## src/common/dbg_pkg.sv

```systemverilog
// ----------------------------------------
// Shared widths, codes and register map of the debug
// transport. DMI scan word is {addr, data, op}, op at bit 0.
// ----------------------------------------
`default_nettype none

package dbg_pkg;

    // Data and scan widths
    localparam int XLEN       = 32;
    localparam int DMI_ADDR_W = 7;
    localparam int DMI_DATA_W = 32;
    localparam int DMI_OP_W   = 2;
    localparam int DMI_DR_W   = DMI_ADDR_W + DMI_DATA_W + DMI_OP_W;

    // Field positions inside the DMI scan register
    localparam int DMI_DATA_LSB = DMI_OP_W;
    localparam int DMI_ADDR_LSB = DMI_OP_W + DMI_DATA_W;

    // Instruction register
    localparam int              IR_W      = 5;
    localparam logic [IR_W-1:0] IR_IDCODE = 5'h01;
    localparam logic [IR_W-1:0] IR_DMI    = 5'h11;
    localparam logic [IR_W-1:0] IR_BYPASS = 5'h1f;

    // Core reset stretch, in clk cycles
    localparam int CORE_RST_HOLD = 4;
    localparam int RST_CNT_W     = $clog2(CORE_RST_HOLD + 1);

    // ----------------------------------------
    // Debug module register map
    // ----------------------------------------
    localparam logic [DMI_ADDR_W-1:0] DM_DATA0_ADDR     = 7'h04;
    localparam logic [DMI_ADDR_W-1:0] DM_DMCONTROL_ADDR = 7'h10;
    localparam logic [DMI_ADDR_W-1:0] DM_DMSTATUS_ADDR  = 7'h11;
    localparam logic [DMI_ADDR_W-1:0] DM_HARTID_ADDR    = 7'h12;

    // Version 2 in [3:0], authenticated at bit 7
    localparam logic [DMI_DATA_W-1:0] DMSTATUS_VALUE = 32'h0000_0082;

    typedef enum logic [3:0] {
        TAP_RESET, TAP_IDLE,
        TAP_SEL_DR, TAP_CAP_DR, TAP_SHIFT_DR, TAP_EXIT1_DR,
        TAP_PAUSE_DR, TAP_EXIT2_DR, TAP_UPD_DR,
        TAP_SEL_IR, TAP_CAP_IR, TAP_SHIFT_IR, TAP_EXIT1_IR,
        TAP_PAUSE_IR, TAP_EXIT2_IR, TAP_UPD_IR
    } tap_state_e;

    // Request op on update, status on capture
    typedef enum logic [DMI_OP_W-1:0] {
        DMI_OP_NOP   = 2'd0,
        DMI_OP_READ  = 2'd1,
        DMI_OP_WRITE = 2'd2,
        DMI_OP_BUSY  = 2'd3
    } dmi_op_e;

    localparam dmi_op_e DMI_STATUS_OK   = DMI_OP_NOP;
    localparam dmi_op_e DMI_STATUS_BUSY = DMI_OP_BUSY;

endpackage : dbg_pkg

`default_nettype wire

```

## src/common/dmi_if.sv

```systemverilog
// ----------------------------------------
// DMI request/response channel. One request outstanding;
// resp is a single-cycle pulse with rdata valid.
// ----------------------------------------
`timescale 1ns/100ps
`default_nettype none

interface dmi_if;

    logic                            req;
    logic                            wr;
    logic [dbg_pkg::DMI_ADDR_W-1:0]  addr;
    logic [dbg_pkg::DMI_DATA_W-1:0]  wdata;
    logic                            resp;
    logic [dbg_pkg::DMI_DATA_W-1:0]  rdata;

    modport requester (output req, wr, addr, wdata, input resp, rdata);
    modport responder (input req, wr, addr, wdata, output resp, rdata);

endinterface : dmi_if

`default_nettype wire

```

## src/tapc/jtag_sampler.sv

```systemverilog
// ----------------------------------------
// JTAG pins are oversampled by clk. tck must stay below
// clk/6; strobes appear 3 clk cycles after the pin edge.
// ----------------------------------------
`timescale 1ns/100ps
`default_nettype none

module jtag_sampler (
    input  logic clk,
    input  logic i_rst,
    input  logic i_tck,
    input  logic i_tms,
    input  logic i_tdi,
    output logic o_tck_rise,
    output logic o_tck_fall,
    output logic o_tms,
    output logic o_tdi
);

// Two sync stages plus one for edge detection
logic [2:0] tck_sync;
logic [2:0] tms_sync;
logic [2:0] tdi_sync;

always_ff @(posedge clk)
begin
    if (i_rst)
    begin
        tck_sync   <= '0;
        tms_sync   <= '0;
        tdi_sync   <= '0;
        o_tck_rise <= 1'b0;
        o_tck_fall <= 1'b0;
    end
    else
    begin
        tck_sync   <= {tck_sync[1:0], i_tck};
        tms_sync   <= {tms_sync[1:0], i_tms};
        tdi_sync   <= {tdi_sync[1:0], i_tdi};
        o_tck_rise <= tck_sync[1] & ~tck_sync[2];
        o_tck_fall <= ~tck_sync[1] & tck_sync[2];
    end
end

// Third stage lines tms and tdi up with the strobes
assign o_tms = tms_sync[2];
assign o_tdi = tdi_sync[2];

endmodule : jtag_sampler

`default_nettype wire

```

## src/tapc/tap_ctrl.sv

```systemverilog
// ----------------------------------------
// TAP controller run on tck strobes from the clk domain.
// Unknown IR codes select BYPASS. Busy status is sticky
// until a DMI capture with no request outstanding.
// ----------------------------------------
`timescale 1ns/100ps
`default_nettype none

module tap_ctrl (
    input  logic                     clk,
    input  logic                     i_rst,
    input  logic                     i_tck_rise,
    input  logic                     i_tck_fall,
    input  logic                     i_tms,
    input  logic                     i_tdi,
    input  logic [dbg_pkg::XLEN-1:0] i_fuse_idcode,
    output logic                     o_tdo,
    output logic                     o_tdo_en,
    dmi_if.requester                 dmi
);

dbg_pkg::tap_state_e                state;
dbg_pkg::tap_state_e                state_next;
logic [dbg_pkg::IR_W-1:0]           ir_sh;
logic [dbg_pkg::IR_W-1:0]           ir_reg;
logic [dbg_pkg::XLEN-1:0]           idcode_sh;
logic                               bypass_sh;
logic [dbg_pkg::DMI_DR_W-1:0]       dmi_sh;
logic                               dr_tdo;
logic                               sel_dmi;
dbg_pkg::dmi_op_e                   upd_op;
dbg_pkg::dmi_op_e                   cap_status;
logic                               req_q;
logic                               wr_q;
logic [dbg_pkg::DMI_ADDR_W-1:0]     addr_q;
logic [dbg_pkg::DMI_DATA_W-1:0]     wdata_q;
logic [dbg_pkg::DMI_DATA_W-1:0]     rdata_q;
logic                               busy_sticky;

// ----------------------------------------
// TAP state machine
// ----------------------------------------
always_comb
begin
    case (state)
        dbg_pkg::TAP_RESET:    state_next = i_tms ? dbg_pkg::TAP_RESET    : dbg_pkg::TAP_IDLE;
        dbg_pkg::TAP_IDLE:     state_next = i_tms ? dbg_pkg::TAP_SEL_DR   : dbg_pkg::TAP_IDLE;
        dbg_pkg::TAP_SEL_DR:   state_next = i_tms ? dbg_pkg::TAP_SEL_IR   : dbg_pkg::TAP_CAP_DR;
        dbg_pkg::TAP_CAP_DR:   state_next = i_tms ? dbg_pkg::TAP_EXIT1_DR : dbg_pkg::TAP_SHIFT_DR;
        dbg_pkg::TAP_SHIFT_DR: state_next = i_tms ? dbg_pkg::TAP_EXIT1_DR : dbg_pkg::TAP_SHIFT_DR;
        dbg_pkg::TAP_EXIT1_DR: state_next = i_tms ? dbg_pkg::TAP_UPD_DR   : dbg_pkg::TAP_PAUSE_DR;
        dbg_pkg::TAP_PAUSE_DR: state_next = i_tms ? dbg_pkg::TAP_EXIT2_DR : dbg_pkg::TAP_PAUSE_DR;
        dbg_pkg::TAP_EXIT2_DR: state_next = i_tms ? dbg_pkg::TAP_UPD_DR   : dbg_pkg::TAP_SHIFT_DR;
        dbg_pkg::TAP_UPD_DR:   state_next = i_tms ? dbg_pkg::TAP_SEL_DR   : dbg_pkg::TAP_IDLE;
        dbg_pkg::TAP_SEL_IR:   state_next = i_tms ? dbg_pkg::TAP_RESET    : dbg_pkg::TAP_CAP_IR;
        dbg_pkg::TAP_CAP_IR:   state_next = i_tms ? dbg_pkg::TAP_EXIT1_IR : dbg_pkg::TAP_SHIFT_IR;
        dbg_pkg::TAP_SHIFT_IR: state_next = i_tms ? dbg_pkg::TAP_EXIT1_IR : dbg_pkg::TAP_SHIFT_IR;
        dbg_pkg::TAP_EXIT1_IR: state_next = i_tms ? dbg_pkg::TAP_UPD_IR   : dbg_pkg::TAP_PAUSE_IR;
        dbg_pkg::TAP_PAUSE_IR: state_next = i_tms ? dbg_pkg::TAP_EXIT2_IR : dbg_pkg::TAP_PAUSE_IR;
        dbg_pkg::TAP_EXIT2_IR: state_next = i_tms ? dbg_pkg::TAP_UPD_IR   : dbg_pkg::TAP_SHIFT_IR;
        dbg_pkg::TAP_UPD_IR:   state_next = i_tms ? dbg_pkg::TAP_SEL_DR   : dbg_pkg::TAP_IDLE;
        default:               state_next = dbg_pkg::TAP_RESET;
    endcase
end

always_ff @(posedge clk)
begin
    if (i_rst)
        state <= dbg_pkg::TAP_RESET;
    else if (i_tck_rise)
        state <= state_next;
end

// ----------------------------------------
// Instruction register
// ----------------------------------------
always_ff @(posedge clk)
begin
    if (i_rst)
    begin
        ir_sh  <= '0;
        ir_reg <= dbg_pkg::IR_IDCODE;
    end
    else
    begin
        if (state == dbg_pkg::TAP_RESET)
            ir_reg <= dbg_pkg::IR_IDCODE;
        else if (i_tck_fall && state == dbg_pkg::TAP_UPD_IR)
            ir_reg <= ir_sh;
        if (i_tck_rise && state == dbg_pkg::TAP_CAP_IR)
            ir_sh <= dbg_pkg::IR_W'(1);
        else if (i_tck_rise && state == dbg_pkg::TAP_SHIFT_IR)
            ir_sh <= {i_tdi, ir_sh[dbg_pkg::IR_W-1:1]};
    end
end

assign sel_dmi = (ir_reg == dbg_pkg::IR_DMI);

// ----------------------------------------
// Data registers, shifted LSB first
// ----------------------------------------
assign cap_status = (busy_sticky || req_q) ? dbg_pkg::DMI_STATUS_BUSY
                                           : dbg_pkg::DMI_STATUS_OK;

always_ff @(posedge clk)
begin
    if (i_tck_rise && state == dbg_pkg::TAP_CAP_DR)
    begin
        idcode_sh <= i_fuse_idcode;
        bypass_sh <= 1'b0;
        dmi_sh    <= {addr_q, rdata_q, cap_status};
    end
    else if (i_tck_rise && state == dbg_pkg::TAP_SHIFT_DR)
    begin
        idcode_sh <= {i_tdi, idcode_sh[dbg_pkg::XLEN-1:1]};
        bypass_sh <= i_tdi;
        dmi_sh    <= {i_tdi, dmi_sh[dbg_pkg::DMI_DR_W-1:1]};
    end
end

// IR_BYPASS and any unknown code fall to the bypass bit
always_comb
begin
    case (ir_reg)
        dbg_pkg::IR_IDCODE: dr_tdo = idcode_sh[0];
        dbg_pkg::IR_DMI:    dr_tdo = dmi_sh[0];
        default:            dr_tdo = bypass_sh;
    endcase
end

always_ff @(posedge clk)
begin
    if (i_rst)
        o_tdo <= 1'b0;
    else if (i_tck_fall && state == dbg_pkg::TAP_SHIFT_IR)
        o_tdo <= ir_sh[0];
    else if (i_tck_fall && state == dbg_pkg::TAP_SHIFT_DR)
        o_tdo <= dr_tdo;
end

assign o_tdo_en = (state == dbg_pkg::TAP_SHIFT_IR) || (state == dbg_pkg::TAP_SHIFT_DR);

// ----------------------------------------
// DMI requester
// ----------------------------------------
assign upd_op = dbg_pkg::dmi_op_e'(dmi_sh[dbg_pkg::DMI_OP_W-1:0]);

always_ff @(posedge clk)
begin
    if (i_rst)
    begin
        req_q       <= 1'b0;
        wr_q        <= 1'b0;
        addr_q      <= '0;
        busy_sticky <= 1'b0;
    end
    else
    begin
        if (dmi.resp)
            req_q <= 1'b0;
        // A clean capture clears the sticky busy
        if (i_tck_rise && sel_dmi && state == dbg_pkg::TAP_CAP_DR && !req_q)
            busy_sticky <= 1'b0;
        if (i_tck_fall && sel_dmi && state == dbg_pkg::TAP_UPD_DR &&
            (upd_op == dbg_pkg::DMI_OP_READ || upd_op == dbg_pkg::DMI_OP_WRITE))
        begin
            if (req_q)
                busy_sticky <= 1'b1;
            else
            begin
                req_q  <= 1'b1;
                wr_q   <= (upd_op == dbg_pkg::DMI_OP_WRITE);
                addr_q <= dmi_sh[dbg_pkg::DMI_ADDR_LSB +: dbg_pkg::DMI_ADDR_W];
            end
        end
    end
end

// Write data and last read data
always_ff @(posedge clk)
begin
    if (i_tck_fall && sel_dmi && state == dbg_pkg::TAP_UPD_DR && !req_q)
        wdata_q <= dmi_sh[dbg_pkg::DMI_DATA_LSB +: dbg_pkg::DMI_DATA_W];
    if (dmi.resp && !wr_q)
        rdata_q <= dmi.rdata;
end

assign dmi.req   = req_q;
assign dmi.wr    = wr_q;
assign dmi.addr  = addr_q;
assign dmi.wdata = wdata_q;

endmodule : tap_ctrl

`default_nettype wire

```

## src/dm/debug_module.sv

```systemverilog
// ----------------------------------------
// Minimal debug module: data0, dmcontrol, dmstatus and
// hart ID. Writes take effect one cycle after resp.
// ----------------------------------------
`timescale 1ns/100ps
`default_nettype none

module debug_module (
    input  logic                     clk,
    input  logic                     i_rst,
    input  logic [dbg_pkg::XLEN-1:0] i_fuse_mhartid,
    output logic                     o_ndmreset,
    dmi_if.responder                 dmi
);

logic                             resp_q;
logic [dbg_pkg::DMI_DATA_W-1:0]   rdata_q;
logic [dbg_pkg::DMI_DATA_W-1:0]   rd_mux;
logic [dbg_pkg::DMI_DATA_W-1:0]   data0;
logic                             dmactive;
logic                             new_req;
logic                             wr_en;

// First cycle of a request; writes land while resp is high
assign new_req = dmi.req && !resp_q;
assign wr_en   = dmi.req && dmi.wr && resp_q;

// ----------------------------------------
// Read decode
// ----------------------------------------
always_comb
begin
    case (dmi.addr)
        dbg_pkg::DM_DATA0_ADDR:
            rd_mux = data0;
        dbg_pkg::DM_DMCONTROL_ADDR:
            rd_mux = {{(dbg_pkg::DMI_DATA_W-2){1'b0}}, o_ndmreset, dmactive};
        dbg_pkg::DM_DMSTATUS_ADDR:
            rd_mux = dbg_pkg::DMSTATUS_VALUE;
        dbg_pkg::DM_HARTID_ADDR:
            rd_mux = i_fuse_mhartid;
        // Unmapped space reads zero
        default:
            rd_mux = '0;
    endcase
end

// ----------------------------------------
// Response and registers
// ----------------------------------------
always_ff @(posedge clk)
begin
    if (i_rst)
        resp_q <= 1'b0;
    else
        resp_q <= new_req;
end

always_ff @(posedge clk)
begin
    if (new_req)
        rdata_q <= rd_mux;
    if (wr_en && dmi.addr == dbg_pkg::DM_DATA0_ADDR)
        data0 <= dmi.wdata;
end

always_ff @(posedge clk)
begin
    if (i_rst)
    begin
        dmactive   <= 1'b0;
        o_ndmreset <= 1'b0;
    end
    else if (wr_en && dmi.addr == dbg_pkg::DM_DMCONTROL_ADDR)
    begin
        dmactive   <= dmi.wdata[0];
        // ndmreset only sticks while dmactive is written 1
        o_ndmreset <= dmi.wdata[0] & dmi.wdata[1];
    end
end

assign dmi.resp  = resp_q;
assign dmi.rdata = rdata_q;

endmodule : debug_module

`default_nettype wire

```

## src/hdl/reset_ctrl.sv

```systemverilog
// ----------------------------------------
// All reset sources are synchronous to clk. Core reset
// follows any source at once and releases CORE_RST_HOLD
// cycles after the last one drops.
// ----------------------------------------
`timescale 1ns/100ps
`default_nettype none

module reset_ctrl (
    input  logic clk,
    input  logic i_rst,
    input  logic i_sys_rst,
    input  logic i_cpu_rst,
    input  logic i_ndmreset,
    output logic o_core_rst
);

logic                           rst_any;
logic [dbg_pkg::RST_CNT_W-1:0]  hold_cnt;

assign rst_any = i_rst | i_sys_rst | i_cpu_rst | i_ndmreset;

// Reload while any source is active, then count down
always_ff @(posedge clk)
begin
    if (rst_any)
        hold_cnt <= dbg_pkg::RST_CNT_W'(dbg_pkg::CORE_RST_HOLD);
    else if (hold_cnt != '0)
        hold_cnt <= hold_cnt - 1'b1;
end

assign o_core_rst = rst_any | (hold_cnt != '0);

endmodule : reset_ctrl

`default_nettype wire

```

## src/hdl/core_top.sv

```systemverilog
// ----------------------------------------
// Reset and debug transport top. Single clk domain; the
// JTAG pins are oversampled, so tck must be slow.
// ----------------------------------------
`timescale 1ns/100ps
`default_nettype none

module core_top (
    input  logic                     clk,
    input  logic                     i_rst,
    input  logic                     i_sys_rst,
    input  logic                     i_cpu_rst,
    input  logic [dbg_pkg::XLEN-1:0] i_fuse_mhartid,
    input  logic [dbg_pkg::XLEN-1:0] i_fuse_idcode,
    input  logic                     i_tck,
    input  logic                     i_tms,
    input  logic                     i_tdi,
    output logic                     o_tdo,
    output logic                     o_tdo_en,
    output logic                     o_core_rst,
    output logic                     o_ndm_rst
);

logic tck_rise;
logic tck_fall;
logic tms_s;
logic tdi_s;
logic ndmreset;

dmi_if dmi_bus ();

// ----------------------------------------
// JTAG transport
// ----------------------------------------
jtag_sampler i_jtag_sampler (
    .clk        (clk),
    .i_rst      (i_rst),
    .i_tck      (i_tck),
    .i_tms      (i_tms),
    .i_tdi      (i_tdi),
    .o_tck_rise (tck_rise),
    .o_tck_fall (tck_fall),
    .o_tms      (tms_s),
    .o_tdi      (tdi_s)
);

tap_ctrl i_tap_ctrl (
    .clk           (clk),
    .i_rst         (i_rst),
    .i_tck_rise    (tck_rise),
    .i_tck_fall    (tck_fall),
    .i_tms         (tms_s),
    .i_tdi         (tdi_s),
    .i_fuse_idcode (i_fuse_idcode),
    .o_tdo         (o_tdo),
    .o_tdo_en      (o_tdo_en),
    .dmi           (dmi_bus.requester)
);

// ----------------------------------------
// Debug module and resets
// ----------------------------------------
debug_module i_debug_module (
    .clk            (clk),
    .i_rst          (i_rst),
    .i_fuse_mhartid (i_fuse_mhartid),
    .o_ndmreset     (ndmreset),
    .dmi            (dmi_bus.responder)
);

reset_ctrl i_reset_ctrl (
    .clk        (clk),
    .i_rst      (i_rst),
    .i_sys_rst  (i_sys_rst),
    .i_cpu_rst  (i_cpu_rst),
    .i_ndmreset (ndmreset),
    .o_core_rst (o_core_rst)
);

assign o_ndm_rst = ndmreset;

endmodule : core_top

`default_nettype wire

```

## config.mk

```make
export PLATFORM = sky130hd
export DESIGN_NAME = core_top
export DESIGN_NICKNAME = d
export VERILOG_FILES = /design/src/common/dbg_pkg.sv /design/src/common/dmi_if.sv /design/src/tapc/jtag_sampler.sv /design/src/tapc/tap_ctrl.sv /design/src/dm/debug_module.sv /design/src/hdl/reset_ctrl.sv /design/src/hdl/core_top.sv
export SDC_FILE = /design/constraint.sdc
export NUM_CORES = 1
export LEC_CHECK = 0
export BUFFER_PORTS_ARGS = -buffer_cell sky130_fd_sc_hd__buf_4
export CAP_MARGIN = 20
export CORE_MARGIN = 1.5
export CORE_UTILIZATION = 64
export CTS_CLUSTER_DIAMETER = 30
export DETAILED_ROUTE_END_ITERATION = 12
export PLACE_DENSITY = 0.83
export SETUP_SLACK_MARGIN = 0.1
export SLEW_MARGIN = 30
export SYNTH_ARGS = -nofsm -noshare
export SYNTH_HDL_FRONTEND = slang
export SYNTH_SLANG_ARGS = --single-unit
```

## constraint.sdc

```tcl
create_clock -name clk -period 8.65 [get_ports clk]
set_input_delay 0.4325 -clock clk [delete_from_list [all_inputs] [get_ports clk]]
set_output_delay 0.4325 -clock clk [all_outputs]
set_load 0.05 [all_outputs]
```

-- Yosys cells after proc, flatten, opt, wreduce, memory -nomap -nowiden
Index checks and enable logic that the tools add are counted.
- bitwise gates (word level): 10
- mux-type cells: 30
- add/sub/neg operators: 1
- reduce and logical (&&, ||, !) cells: 37
- eq/ne operators: 23
- operator list (cell ; count):
    $pmux W32 S4 ; 1
    $mux W41 ; 2
    $mux W32 ; 2
    $pmux W4 S12 ; 1
    $eq A4 B4 Y1 const B ; 8
    $eq A7 B5 Y1 const B ; 3
    $logic_and A1 B1 Y1 ; 20
    $eq A4 B3 Y1 const B ; 4
    $mux W4 ; 4
    $mux W1 ; 13
    $eq A4 B2 Y1 const B ; 2
    $mux W2 ; 4
    $reduce_or A2 Y1 ; 4
    $eq A7 B3 Y1 const B ; 1
    $mux W3 ; 2
    $reduce_bool A2 Y1 ; 3
    $eq A5 B1 Y1 const B ; 1
    $eq A5 B5 Y1 const B ; 1
    $eq A4 B1 Y1 const B ; 1
    $logic_not A4 Y1 ; 1
    $or A1 B1 Y1 ; 4
    $and A1 B1 Y1 ; 3
    $logic_not A1 Y1 ; 3
    $logic_or A1 B1 Y1 ; 3
    other kinds (8) ; 10
- flip-flop bits (word level): 244
- bits of input ports: 71
- word-level logic and storage cells: 126
- output and inout bits: 4

-- Depth between registers and ports, before layout
Gate-level depths: netlist of run 1.
- depth after elaboration: 7
- mapped depth: 7
- depth with buffers taken out: 5

-- Modules after synthesis
Synthesis of run 1 repeated with hierarchy kept, for this count alone.
- cell total of the unflattened synthesis: 559
- area total of the unflattened synthesis: 9354.0 um^2
- modules (own cells, without submodules) (module ; area an instance (um^2) ; times used ; cells each):
    tap_ctrl ; 6421.2 ; 1 ; 385
    debug_module ; 2461.1 ; 1 ; 133
    jtag_sampler ; 312.8 ; 1 ; 23
    reset_ctrl ; 158.9 ; 1 ; 18

-- Least setup slack after synthesis of run 1
No wires, ideal clock.
- path kind: register -> register
- from: register i_tap_ctrl.ir_reg[1] (netlist bit)
- to: register i_tap_ctrl.wdata_q, in the netlist i_tap_ctrl.dmi.wdata[0] (enable)
- clock period less this slack: 3.504 ns
- slack: 5.146 ns
- setup time: 0.461 ns
- arrival time: 3.043 ns
- required time: 8.189 ns
- cell stages (with the launch flop): 4
- path through: dfxtp_1 nor4b_2 nand2_1 nor3_1
- cells in the longest elaborated chain, start to end: 4
- RTL lines (item ; line ; RTL):
    start: declaration ; tap_ctrl.sv:25 ; logic [dbg_pkg::IR_W-1:0] ir_reg;
    start signal: assignment ; tap_ctrl.sv:82 ; ir_reg <= dbg_pkg::IR_IDCODE;
    start signal: assignment ; tap_ctrl.sv:87 ; ir_reg <= dbg_pkg::IR_IDCODE;
    start signal: assignment ; tap_ctrl.sv:89 ; ir_reg <= ir_sh;
    $eq A5 B5 Y1 ; tap_ctrl.sv:97 ; assign sel_dmi = (ir_reg == dbg_pkg::IR_DMI);
    $logic_and A1 B1 Y1 (3 in a row) ; tap_ctrl.sv:182 ; if (i_tck_fall && sel_dmi && state == dbg_pkg::TAP_UPD_DR && !req_q)
    end signal: assignment ; tap_ctrl.sv:183 ; wdata_q <= dmi_sh[dbg_pkg::DMI_DATA_LSB +: dbg_pkg::DMI_DATA_W];
    end: declaration ; tap_ctrl.sv:36 ; logic [dbg_pkg::DMI_DATA_W-1:0] wdata_q;
No other way between the ends.
A chain may end at the register's enable or synchronous reset.

-- Worst setup path after layout of run 1
- from: register i_jtag_sampler.o_tck_rise
- to: register i_tap_ctrl.idcode_sh[13] (netlist bit) (enable)
- cells in the longest elaborated chain, start to end: 2
- RTL lines (item ; line ; RTL):
    start: declaration ; jtag_sampler.sv:14 ; output logic o_tck_rise,
    start signal: assignment ; jtag_sampler.sv:40 ; o_tck_rise <= tck_sync[1] & ~tck_sync[2];
    $logic_and A1 B1 Y1 (on tied branches) ; tap_ctrl.sv:113, tap_ctrl.sv:107 ;
    $reduce_bool A2 Y1 (no source line) (*) ; -- ;
    end signal: assignment ; tap_ctrl.sv:109 ; idcode_sh <= i_fuse_idcode;
    end signal: assignment ; tap_ctrl.sv:115 ; idcode_sh <= {i_tdi, idcode_sh[dbg_pkg::XLEN-1:1]};
    end: declaration ; tap_ctrl.sv:26 ; logic [dbg_pkg::XLEN-1:0] idcode_sh;
Every way passes the cells marked *; elsewhere a longest branch is shown, timed or not.

==> impl_table.tex, run 1 <==
\begin{tabular}{lr}
\hline
Metric & Value \\
\hline
\multicolumn{2}{l}{\textbf{Run status}} \\
Outcome & finished clean \\
\multicolumn{2}{l}{\textbf{Timing}} \\
Max frequency & 307 MHz \\
Max-slew headroom at the worst pin & 0.473 \\
\# setup viols final & 0 \\
Part of the cycle the worst path needs & 0.377 \\
Unrepaired setup endpoints after global routing & no \\
Final-report hold violation count & 0 \\
Worst Hold Slack & 0.137 ns \\
Clock period minus final worst setup slack & 3.26 ns \\
Final Skew & 0.0292 ns \\
Measured slew at the worst slew-check pin & 0.791 ns \\
Sum Neg Setup Slack & 0 ns \\
Count of final max-slew check failures & 0 \\
\multicolumn{2}{l}{\textbf{Floorplan}} \\
Core Box Area & 0.0140 mm2 \\
Placement Rows & 43 \\
Die outline area & 0.0152 mm2 \\
Total I/O pin count & 75 \\
Initial core utilization & 0.662 \\
Y dimension of the die & 123 um \\
Chip width & 123 um \\
\multicolumn{2}{l}{\textbf{Setup path}} \\
Reg2reg start & i\_jtag\_sampler.o\_tck\_rise\$\_SDFF\_PP0\_ \\
Biggest fanout along the worst timing path & 73 \\
Setup crit start kind & flop \\
CP Data Required Time & 8.77 ns \\
Critical path type & reg -> reg \\
Data arrival at the endpoint of the critical path & 3.38 ns \\
CP endpoint kind & flop \\
Worst R2R Path Depth & 5 \\
R2R Path End & i\_tap\_ctrl.idcode\_sh[13]\$\_DFFE\_PP\_ \\
Register-to-register setup slack & 5.39 ns \\
\multicolumn{2}{l}{\textbf{Clocking}} \\
CTS Hold Buffers Added & 0 \\
Clock transition at the registers of the reported paths & 0.06 ns \\
TritonCTS clock tree & built \\
Cts bufs inserted & 38 \\
Clock tree buffer depth & 3 \\
Clock latency on the worst-skew pair & 0.51 ns \\
H-tree Lvls & 2 \\
Number of setup buffers added after CTS & 0 \\
Resized Gates After CTS & 0 \\
Number of sinks driven by the clock tree & 244 \\
Root buffer cell & clkbuf\_16 \\
\multicolumn{2}{l}{\textbf{Synthesis}} \\
Area fraction of the dominant cell type after synthesis & 0.652 \\
Yosys synthesis warning count & 0 \\
Post-synth EDFFs & 201 \\
Predominant post-synthesis flop cell & edfxtp\_1 \\
Sequential cell area fraction in the yosys report & 0.745 \\
Post-synthesis net count & 777 \\
Post-synthesis instance area & 0.00926 mm2 \\
Number of unique standard cell types used by synthesis & 44 \\
Synthesized area per cell & 13.2 um2 \\
Number of flip-flops and latches in the synthesized netlist & 244 \\
Cell type with the highest aggregate area in the netlist & edfxtp\_1 \\
Number of standard cells after synthesis & 703 \\
Share of synthesized flip-flops with an asynchronous set or reset & 0 \\
Synth area leaders & edfxtp\_1 65\%, dfxtp\_1 9.3\%, nand2\_1 9.2\%, a22o\_1 2.7\%, mux2i\_1 1.8\% \\
\multicolumn{2}{l}{\textbf{Global route}} \\
Initial antenna violation count & 0 \\
GRT Total Usage & 0.269 \\
First-pass GRT wire length & 30.5 mm \\
Pin count of the biggest net entering global routing & 75 \\
Number of global-route vias before repair & 5890 \\
GRT Residual Overflow & 0 \\
\multicolumn{2}{l}{\textbf{Power and ir drop}} \\
Largest voltage drop on the vdd net & 0.000171 V \\
Final total power & 2.76 mW \\
Power Density & 247 mW/mm2 \\
LEAKAGE & 4.39 nW \\
\multicolumn{2}{l}{\textbf{Job}} \\
Number of max-cap violations & 0 \\
\multicolumn{2}{l}{\textbf{Routing}} \\
Number of optimization iterations in the first detailed-route pass & 5 \\
Routed wire length & 19.7 mm \\
DRC violations left & 0 \\
Routed wire per std cell & 19.8 um \\
Initial DRC Count & 522 \\
Via-per-instance ratio & 5.84 \\
Post-detailed-route count of antenna-violating nets & 0 \\
Via count & 5825 \\
\multicolumn{2}{l}{\textbf{Worst hold path}} \\
Destination of the worst hold path & i\_jtag\_sampler.tck\_sync[0]\$\_SDFF\_PP0\_ \\
Hold-critical path depth & 2 \\
Hold\_sp & i\_tck \\
Hold WC Path Type & in -> reg \\
\multicolumn{2}{l}{\textbf{Layout}} \\
Leading cell type in the layout, fill and taps excluded & nand2\_1 \\
Synthesis-to-layout area growth & 21.0\% \\
Share of post-route cells with drive strength above 1 & 0.194 \\
\# nets final & 864 \\
Ant diodes & 0 \\
Fin area & 0.0112 mm2 \\
Register with the most flip-flops & i\_tap\_ctrl.dmi\_sh \\
Highest-count cells in the layout ignoring fill and taps & 227 x nand2\_1, 201 x edfxtp\_1, 84 x buf\_4, 43 x dfxtp\_1, 39 x clkbuf\_16 \\
Flip-flop count of the largest register, all copies and words added & 41 \\
\multicolumn{2}{l}{\textbf{Place}} \\
Post-Place Cell Area & 0.00997 mm2 \\
DP HPWL & 10.7 mm \\
RePlAce Congestion & 0.851 \\
Count of port buffers added during placement & 74 \\
\hline
\end{tabular}
==> per-stage QoR <==
| stage | worst slack (ns) | std cells | utilization |
|---|---|---|---|
| 6_report | 5.39 | 998 | 0.802 |
| 3_5_place_dp | 5.48 | 930 | 0.713 |
| 4_1_cts | 5.43 | 998 | 0.801 |
| 5_1_grt | 5.23 | 998 | 0.802 |
| 3_3_place_gp | 5.59 | 930 | 0.713 |
| 2_1_floorplan | 5.15 | 703 | - |
==> kinds of logic (layout without fill, tap and decap cells) <==
| family | count (synthesis) | in the layout | share of synthesized area |
|---|---|---|---|
| AO/OA/AOI/OAI | 73 | 73 | 0.0585 |
| XOR/XNOR | 2 | 2 | 0.00189 |
| adder cells (fa/ha/maj) | 3 | 3 | 0.00405 |
| buffers and inverters | 43 | 158 | 0.0209 |
| flip-flops | 244 | 244 | 0.745 |
| multiplexers | 17 | 17 | 0.0184 |
| AND/OR/NAND/NOR | 321 | 321 | 0.152 |
==> routing by layer <==
metal  vias up  GRT usage  routed length (um)
li1       2660          -                   -
met1      2821      0.353                7950
met2       298      0.439                9760
met3        46     0.0600                1520
met4         0      0.111                 508
met5         -          0                   0
==> cell type report <==
cell class                 count  area [um2]
tap                          180         225
sequential                   244        6900
multi-input combinational    416        2200
timing repair buffer          84         631
inverter                       6        22.5
clock buffer                  46        1020
fill                         731        2780
clock inverter                22         211
==> cells in the mapped netlist, drive strengths merged, types with 2 or more instances <==
master,count
nand2,229
edfxtp,201
dfxtp,43
a22o,29
nand2b,21
buf,20
nor2,19
nor2b,18
clkbuf,17
mux2i,17
a21oi,14
nand3,10
o21ai,8
inv,6
nor3,5
a31oi,4
and3,3
ha,3
nor4b,3
o21a,3
or3,3
a211o,2
a211oi,2
a21o,2
a311oi,2
and2,2
and4b,2
xnor2,2
==> worst max-delay path, stage by stage, from the launching register on <==
cell and delay, ns:
dfxtp_1 0.68, nand2_2 0.16, or3_2 0.47, buf_4 0.37
nand2_2 0.48, buf_4 0.66
==> how the worst max path moves through the flow <==
stage	start	end	slack [ns]	cells after the start
final	i_jtag_sampler.o_tck_rise$_SDFF_PP0_	i_tap_ctrl.idcode_sh[13]$_DFFE_PP_	5.39	5
after global placement	i_jtag_sampler.o_tck_rise$_SDFF_PP0_	i_tap_ctrl.idcode_sh[16]$_DFFE_PP_	5.59	5
after global routing	i_tap_ctrl.state[0]$_SDFFE_PP0P_	i_tap_ctrl.idcode_sh[13]$_DFFE_PP_	5.23	5
after floorplan	i_tap_ctrl.ir_reg[1]$_SDFFE_PP0P_	i_tap_ctrl.dmi.wdata[0]$_DFFE_PP_	5.15	3
after detailed placement	i_jtag_sampler.o_tck_rise$_SDFF_PP0_	i_tap_ctrl.idcode_sh[15]$_DFFE_PP_	5.48	5
after CTS	i_jtag_sampler.o_tck_rise$_SDFF_PP0_	i_tap_ctrl.idcode_sh[24]$_DFFE_PP_	5.43	5
==> where the power goes <==
group	switching, mW	internal (mW)
sequential	0.00269	1.26
combinational	0.0131	0.0248
clock	0.551	0.915
Note: power is estimated with default switching activity, not from simulation.
==> inputs of run 2 (changes only) <==
--- a/config.mk
+++ b/config.mk
@@ -8,10 +8,10 @@
 export BUFFER_PORTS_ARGS = -buffer_cell sky130_fd_sc_hd__buf_4
 export CAP_MARGIN = 20
 export CORE_MARGIN = 1.5
-export CORE_UTILIZATION = 64
+export CORE_UTILIZATION = 59
 export CTS_CLUSTER_DIAMETER = 30
 export DETAILED_ROUTE_END_ITERATION = 12
-export PLACE_DENSITY = 0.83
+export PLACE_DENSITY = 0.78
 export SETUP_SLACK_MARGIN = 0.1
 export SLEW_MARGIN = 30
 export SYNTH_ARGS = -nofsm -noshare
==> constraint.sdc (replaced) <==
create_clock -name clk -period 3.3 [get_ports clk]
set_input_delay 0.165 -clock clk [delete_from_list [all_inputs] [get_ports clk]]
set_output_delay 0.165 -clock clk [all_outputs]
set_load 0.05 [all_outputs]
==> run 2 against run 1 <==
- sequential cell count is the same
- routed wire length grew 3.2%
- clock skew shrank 0.0097 ns
- register-to-register slack lost 4.7 ns
- clock power grew to 3.1 times the previous value
- core utilization grew 0.18 points
- critical path type unchanged
- critical endpoint is now i_tap_ctrl.idcode_sh[21]$_DFFE_PP_
==> impl_table.tex, run 2 (synthesis gave the netlist of run 1 again) <==
\begin{tabular}{lr}
\hline
Metric & Value \\
\hline
\multicolumn{2}{l}{\textbf{Run status}} \\
Outcome & finished clean \\
\multicolumn{2}{l}{\textbf{Floorplan}} \\
Placement Rows & 45 \\
Chip width & 128 um \\
Die outline area & 0.0165 mm2 \\
Initial core utilization & 0.607 \\
Y dimension of the die & 128 um \\
Total I/O pin count & 75 \\
Core Box Area & 0.0153 mm2 \\
\multicolumn{2}{l}{\textbf{Setup path}} \\
Worst R2R Path Depth & 5 \\
CP endpoint kind & flop \\
Source of the critical timing path & i\_tap\_ctrl.state[0]\$\_SDFFE\_PP0P\_ \\
Family with the most delay on the worst path & simple AND/OR/NAND/NOR gates \\
Worst Setup EP & i\_tap\_ctrl.idcode\_sh[21]\$\_DFFE\_PP\_ \\
Cell with the largest stage delay on the worst path & dfxtp\_1 \\
CP Data Required Time & 3.50 ns \\
Data arrival at the endpoint of the critical path & 2.79 ns \\
R2R Path End & i\_tap\_ctrl.idcode\_sh[21]\$\_DFFE\_PP\_ \\
Cell count along the critical path & 5 \\
Critical path type & reg -> reg \\
Highest cell delay on the worst timing path & 0.62 ns \\
Count of buffering cells on the critical path with inverters included & 2 \\
Setup crit start kind & flop \\
Biggest fanout along the worst timing path & 35 \\
Reg2reg start & i\_tap\_ctrl.state[0]\$\_SDFFE\_PP0P\_ \\
Register-to-register setup slack & 0.70 ns \\
Cells along the critical path & nand2b\_1 > or3\_2 > buf\_4 > nand2\_2 > buf\_12 \\
\multicolumn{2}{l}{\textbf{Place}} \\
Count of port buffers added during placement & 74 \\
DP HPWL & 10.6 mm \\
Number of placed instances, taps included & 965 \\
RePlAce Congestion & 0.808 \\
\multicolumn{2}{l}{\textbf{Clocking}} \\
CTS Hold Buffers Added & 68 \\
Number of setup buffers added after CTS & 0 \\
Resized Gates After CTS & 0 \\
Number of sinks driven by the clock tree & 244 \\
Root buffer cell & clkbuf\_16 \\
Cts bufs inserted & 43 \\
Clock tree buffer depth & 3 \\
Clock transition at the registers of the reported paths & 0.05 ns \\
H-tree Lvls & 2 \\
Clock latency on the worst-skew pair & 0.52 ns \\
TritonCTS clock tree & built \\
\multicolumn{2}{l}{\textbf{Global route}} \\
Pin count of the biggest net entering global routing & 75 \\
Initial antenna violation count & 0 \\
First-pass GRT wire length & 32.4 mm \\
GRT Total Usage & 0.259 \\
GRT Residual Overflow & 0 \\
Number of global-route vias before repair & 6293 \\
\multicolumn{2}{l}{\textbf{Timing}} \\
Max-slew headroom at the worst pin & 0.475 \\
Sum Neg Setup Slack & 0 ns \\
Unrepaired setup endpoints after global routing & no \\
Part of the cycle the worst path needs & 0.787 \\
Final Skew & 0.0194 ns \\
Worst Hold Slack & 0.0324 ns \\
Clock period minus final worst setup slack & 2.60 ns \\
Measured slew at the worst slew-check pin & 0.787 ns \\
\# setup viols final & 0 \\
Count of final max-slew check failures & 0 \\
Final-report hold violation count & 0 \\
Max frequency & 385 MHz \\
\multicolumn{2}{l}{\textbf{Job}} \\
Number of max-cap violations & 0 \\
\multicolumn{2}{l}{\textbf{Power and ir drop}} \\
Largest voltage drop on the vdd net & 0.000452 V \\
Sequential cell fraction of total power & 0.414 \\
Fraction of power spent switching nets & 0.210 \\
Fraction of power consumed by the clock network & 0.565 \\
Power Density & 650 mW/mm2 \\
LEAKAGE & 4.70 nW \\
Net switching power & 1.67 mW \\
Part of the total power dissipated in combinational logic & 0.021 \\
Final total power & 7.97 mW \\
Internal Dissipation & 6.30 mW \\
\multicolumn{2}{l}{\textbf{Layout}} \\
Ant diodes & 0 \\
Leading cell type in the layout, fill and taps excluded & nand2\_1 \\
Register with the most flip-flops & i\_tap\_ctrl.dmi\_sh \\
Highest-count cells in the layout ignoring fill and taps & 227 x nand2\_1, 201 x edfxtp\_1, 85 x buf\_4, 68 x dlygate4sd3\_1, 44 x clkbuf\_16 \\
Synthesis-to-layout area growth & 32.3\% \\
\# nets final & 941 \\
Number of cells in the finished layout apart from fillers & 1113 \\
Share of post-route cells with drive strength above 1 & 0.197 \\
Flip-flop count of the largest register, all copies and words added & 41 \\
\multicolumn{2}{l}{\textbf{Routing}} \\
Routed wire length & 20.4 mm \\
Post-detailed-route count of antenna-violating nets & 0 \\
Initial DRC Count & 450 \\
Via count & 6026 \\
Routed wire per std cell & 18.3 um \\
Via-per-instance ratio & 5.41 \\
Number of optimization iterations in the first detailed-route pass & 5 \\
DRC violations left & 0 \\
\multicolumn{2}{l}{\textbf{Worst hold path}} \\
Hold WC Path Type & in -> reg \\
Hold-critical path depth & 3 \\
\hline
\end{tabular}
## run 2: worst min path at each step
stage | from | endpoint | slack, ns
6_report | i_fuse_mhartid[1] | i_debug_module.dmi.rdata[1]$_DFFE_PP_ | 0.03
5_1_grt | i_rst | i_debug_module.o_ndmreset$_SDFFE_PP0P_ | 0.05
4_1_cts | i_fuse_mhartid[1] | i_debug_module.dmi.rdata[1]$_DFFE_PP_ | 0.02
3_5_place_dp | i_tck | i_jtag_sampler.tck_sync[0]$_SDFF_PP0_ | 0.38
3_3_place_gp | i_tms | i_jtag_sampler.tms_sync[0]$_SDFF_PP0_ | 0.37
2_1_floorplan | i_tck | i_jtag_sampler.tck_sync[0]$_SDFF_PP0_ | 0.29
## run 2: power groups by stage
stage,Sequential [mW],Combinational (mW),Clock [mW]
floorplan,3.36,0.0287,0
global placement,3.36,0.0954,0
detailed placement,3.36,0.0983,0
CTS,3.30,0.164,4.54
global route,3.30,0.179,4.71
finish,3.30,0.168,4.50
## run 2: cell type report
| cell class | instances | area [um2] |
|---|---|---|
| Timing Repair Buffer | 156 | 1380 |
| Sequential cell | 244 | 6900 |
| Multi-Input combinational cell | 416 | 2200 |
| Inverter | 6 | 22.5 |
| Clock buffer | 50 | 1150 |
| Fill cell | 791 | 3000 |
| Clock inverter | 30 | 343 |
| Tap cell | 211 | 264 |
## run 2: per-layer routing
layer / up-vias / wire length [um] / track usage
li1: 2837 / - / -
met1: 2907 / 8200 / 0.323
met2: 236 / 10400 / 0.457
met3: 46 / 1280 / 0.0488
met4: 0 / 505 / 0.0899
met5: - / 0 / 0
## run 2: stage by stage
step / cell area, um2 / utilization / worst slack [ns]
floorplan: 9270 / - / 0.139
global placement: 10100 / 0.661 / 0.851
detailed placement: 10100 / 0.661 / 0.685
CTS: 12300 / 0.803 / 0.671
global route: 12300 / 0.803 / 0.520
finish: 12300 / 0.803 / 0.703
## run 2: worst min-delay path, cell delays in order
cell and delay [ns]:
buf_4 0.09, a21oi_1 0.05, o21ai_0 0.14
==> inputs of run 3 (changes only) <==
==> constraint.sdc (replaced) <==
create_clock -name clk -period 2.6 [get_ports clk]
set_input_delay 0.13 -clock clk [delete_from_list [all_inputs] [get_ports clk]]
set_output_delay 0.13 -clock clk [all_outputs]
set_load 0.05 [all_outputs]
==> run 3 against run 2 <==
- global-route usage grew 1.2 points
- first-iteration DRC count rose by 19%
- core utilization is 0.16 points higher
- sequential power rose by 27%
- sequential share of layout area down 0.11 points
- critical path type is now reg -> out
- combinational power increased by 28%
- critical path depth fell by 2
- highest routed layer unchanged
- largest cell class unchanged
- power rose by 28%
- routed wire length increased by 4.3%
- clock skew decreased by 0.0056 ns
- worst hold slack gained 0.0056 ns
- setup slack got worse by 0.28 ns
==> impl_table.tex, run 3 (synthesis gave the netlist of run 1 again) <==
\begin{tabular}{lr}
\hline
Metric & Value \\
\hline
\multicolumn{2}{l}{\textbf{Run status}} \\
Outcome & finished clean \\
\multicolumn{2}{l}{\textbf{Global route}} \\
GRT Total Usage & 0.272 \\
Number of global-route vias before repair & 6496 \\
Pin count of the biggest net entering global routing & 75 \\
GRT Residual Overflow & 0 \\
First-pass GRT wire length & 33.7 mm \\
Initial antenna violation count & 0 \\
\multicolumn{2}{l}{\textbf{Setup path}} \\
Register-to-register setup slack & 0.46 ns \\
R2R Path End & i\_tap\_ctrl.dmi\_sh[7]\$\_DFFE\_PP\_ \\
Worst R2R Path Depth & 4 \\
Setup crit start kind & flop \\
Source of the critical timing path & i\_tap\_ctrl.state[0]\$\_SDFFE\_PP0P\_ \\
CP Data Required Time & 2.47 ns \\
Critical path type & reg -> out \\
CP endpoint kind & output port \\
Biggest fanout along the worst timing path & 17 \\
Data arrival at the endpoint of the critical path & 2.04 ns \\
Worst Setup EP & o\_tdo\_en \\
Reg2reg start & i\_tap\_ctrl.state[0]\$\_SDFFE\_PP0P\_ \\
\multicolumn{2}{l}{\textbf{Place}} \\
RePlAce Congestion & 0.815 \\
Post-Place Setup Slack & 0.496 ns \\
Count of port buffers added during placement & 74 \\
DP HPWL & 10.6 mm \\
\multicolumn{2}{l}{\textbf{Clocking}} \\
CTS Hold Buffers Added & 68 \\
Clock latency on the worst-skew pair & 0.52 ns \\
Number of setup buffers added after CTS & 0 \\
Clock tree buffer depth & 3 \\
Number of sinks driven by the clock tree & 244 \\
Cts bufs inserted & 41 \\
Resized Gates After CTS & 0 \\
Clock transition at the registers of the reported paths & 0.05 ns \\
H-tree Lvls & 2 \\
Root buffer cell & clkbuf\_16 \\
TritonCTS clock tree & built \\
\multicolumn{2}{l}{\textbf{Layout}} \\
Flip-flop count of the largest register, all copies and words added & 41 \\
Share of post-route cells with drive strength above 1 & 0.193 \\
Register with the most flip-flops & i\_tap\_ctrl.dmi\_sh \\
\# nets final & 941 \\
Leading cell type in the layout, fill and taps excluded & nand2\_1 \\
Ant diodes & 0 \\
Highest-count cells in the layout ignoring fill and taps & 227 x nand2\_1, 201 x edfxtp\_1, 87 x buf\_4, 68 x dlygate4sd3\_1, 44 x clkbuf\_16 \\
Synthesis-to-layout area growth & 32.6\% \\
Fillers & 777 \\
\multicolumn{2}{l}{\textbf{Timing}} \\
Max-slew headroom at the worst pin & 0.594 \\
\# setup viols final & 0 \\
Unrepaired setup endpoints after global routing & no \\
Part of the cycle the worst path needs & 0.836 \\
Final-report hold violation count & 0 \\
Max frequency & 460 MHz \\
Final Skew & 0.0138 ns \\
Sum Neg Setup Slack & 0 ns \\
Count of final max-slew check failures & 0 \\
Final WS setup & 0.426 ns \\
Measured slew at the worst slew-check pin & 0.600 ns \\
Clock period minus final worst setup slack & 2.17 ns \\
\multicolumn{2}{l}{\textbf{Routing}} \\
Routed wire length & 21.2 mm \\
Routed met1 length & 8.38 mm \\
Met2 wire len & 11.0 mm \\
Routed wire per std cell & 19.1 um \\
Number of optimization iterations in the first detailed-route pass & 5 \\
Met3 routed WL & 1.35 mm \\
Via-per-instance ratio & 5.53 \\
Via count & 6133 \\
Initial DRC Count & 535 \\
DRC violations left & 0 \\
Post-detailed-route count of antenna-violating nets & 0 \\
Top layer used by detailed routing & met4 \\
\multicolumn{2}{l}{\textbf{Floorplan}} \\
Die outline area & 0.0165 mm2 \\
Chip width & 128 um \\
Y dimension of the die & 128 um \\
Total I/O pin count & 75 \\
Core Box Area & 0.0153 mm2 \\
Initial core utilization & 0.607 \\
Placement Rows & 45 \\
\multicolumn{2}{l}{\textbf{Power and ir drop}} \\
LEAKAGE & 4.68 nW \\
Power Density & 833 mW/mm2 \\
Final total power & 10.2 mW \\
Largest voltage drop on the vdd net & 0.000517 V \\
\multicolumn{2}{l}{\textbf{Job}} \\
Number of max-cap violations & 0 \\
\multicolumn{2}{l}{\textbf{Worst hold path}} \\
Hold WC Path Type & in -> reg \\
\hline
\end{tabular}
run 3: changes by cell type in the layout (fill, tap and decap cells not counted):
cell	change
inv_6	-7
bufinv_16	+4
clkinvlp_4	+4
inv_8	-4
buf_4	+2
clkinv_1	+2
clkinv_4	-2
clkbuf_1	-1
clkinv_2	-1
clkinv_8	-1
run 3: worst min-delay path by stage:
stage,to,start,depth (start not counted)
floorplan,i_jtag_sampler.tck_sync[0]$_SDFF_PP0_,i_tck,1
global placement,i_jtag_sampler.tms_sync[0]$_SDFF_PP0_,i_tms,2
detailed placement,i_jtag_sampler.tck_sync[0]$_SDFF_PP0_,i_tck,2
CTS,i_debug_module.dmi.rdata[7]$_DFFE_PP_,i_fuse_mhartid[7],3
global route,i_debug_module.dmi.rdata[7]$_DFFE_PP_,i_fuse_mhartid[7],3
finish,i_debug_module.dmi.rdata[7]$_DFFE_PP_,i_fuse_mhartid[7],3
run 3: worst max-delay path, stage by stage (launching register included):
cell	delay, ns
dfxtp_1	0.45
nor4b_1	0.62
or2_2	0.25
buf_4	0.20
run 3: metal layers:
metal  up-vias  GRT usage
met2       260      0.471
met5         -          0
met3        40     0.0538
met4         0      0.108
li1       2824          -
met1      3009      0.338
run 3: layout make-up:
cell class | count | area (um2) | share of cell area
Sequential cell | 244 | 6900 | 0.562
Multi-Input combinational cell | 416 | 2200 | 0.179
Timing Repair Buffer | 158 | 1390 | 0.113
Clock buffer | 49 | 1150 | 0.0936
Clock inverter | 25 | 355 | 0.0289
Tap cell | 211 | 264 | 0.0215
Inverter | 6 | 22.5 | 0.00183
run 3: through the flow:
step / cells / hold WS [ns] / instance area [um2] / utilization
4_1_cts: 1109 / 0.0252 / 12300 / 0.805
5_1_grt: 1109 / 0.0567 / 12300 / 0.805
2_1_floorplan: 703 / 0.258 / 9280 / -
6_report: 1109 / 0.0380 / 12300 / 0.805
3_5_place_dp: 967 / 0.357 / 10100 / 0.662
3_3_place_gp: 967 / 0.339 / 10100 / 0.662
run 3: power by group:
group | switching [mW] | internal [mW] | total, mW
Clock | 1.87 | 3.95 | 5.82
Combinational | 0.0656 | 0.149 | 0.215
Sequential | 0.00720 | 4.18 | 4.19
Total | 1.94 | 8.29 | 10.2
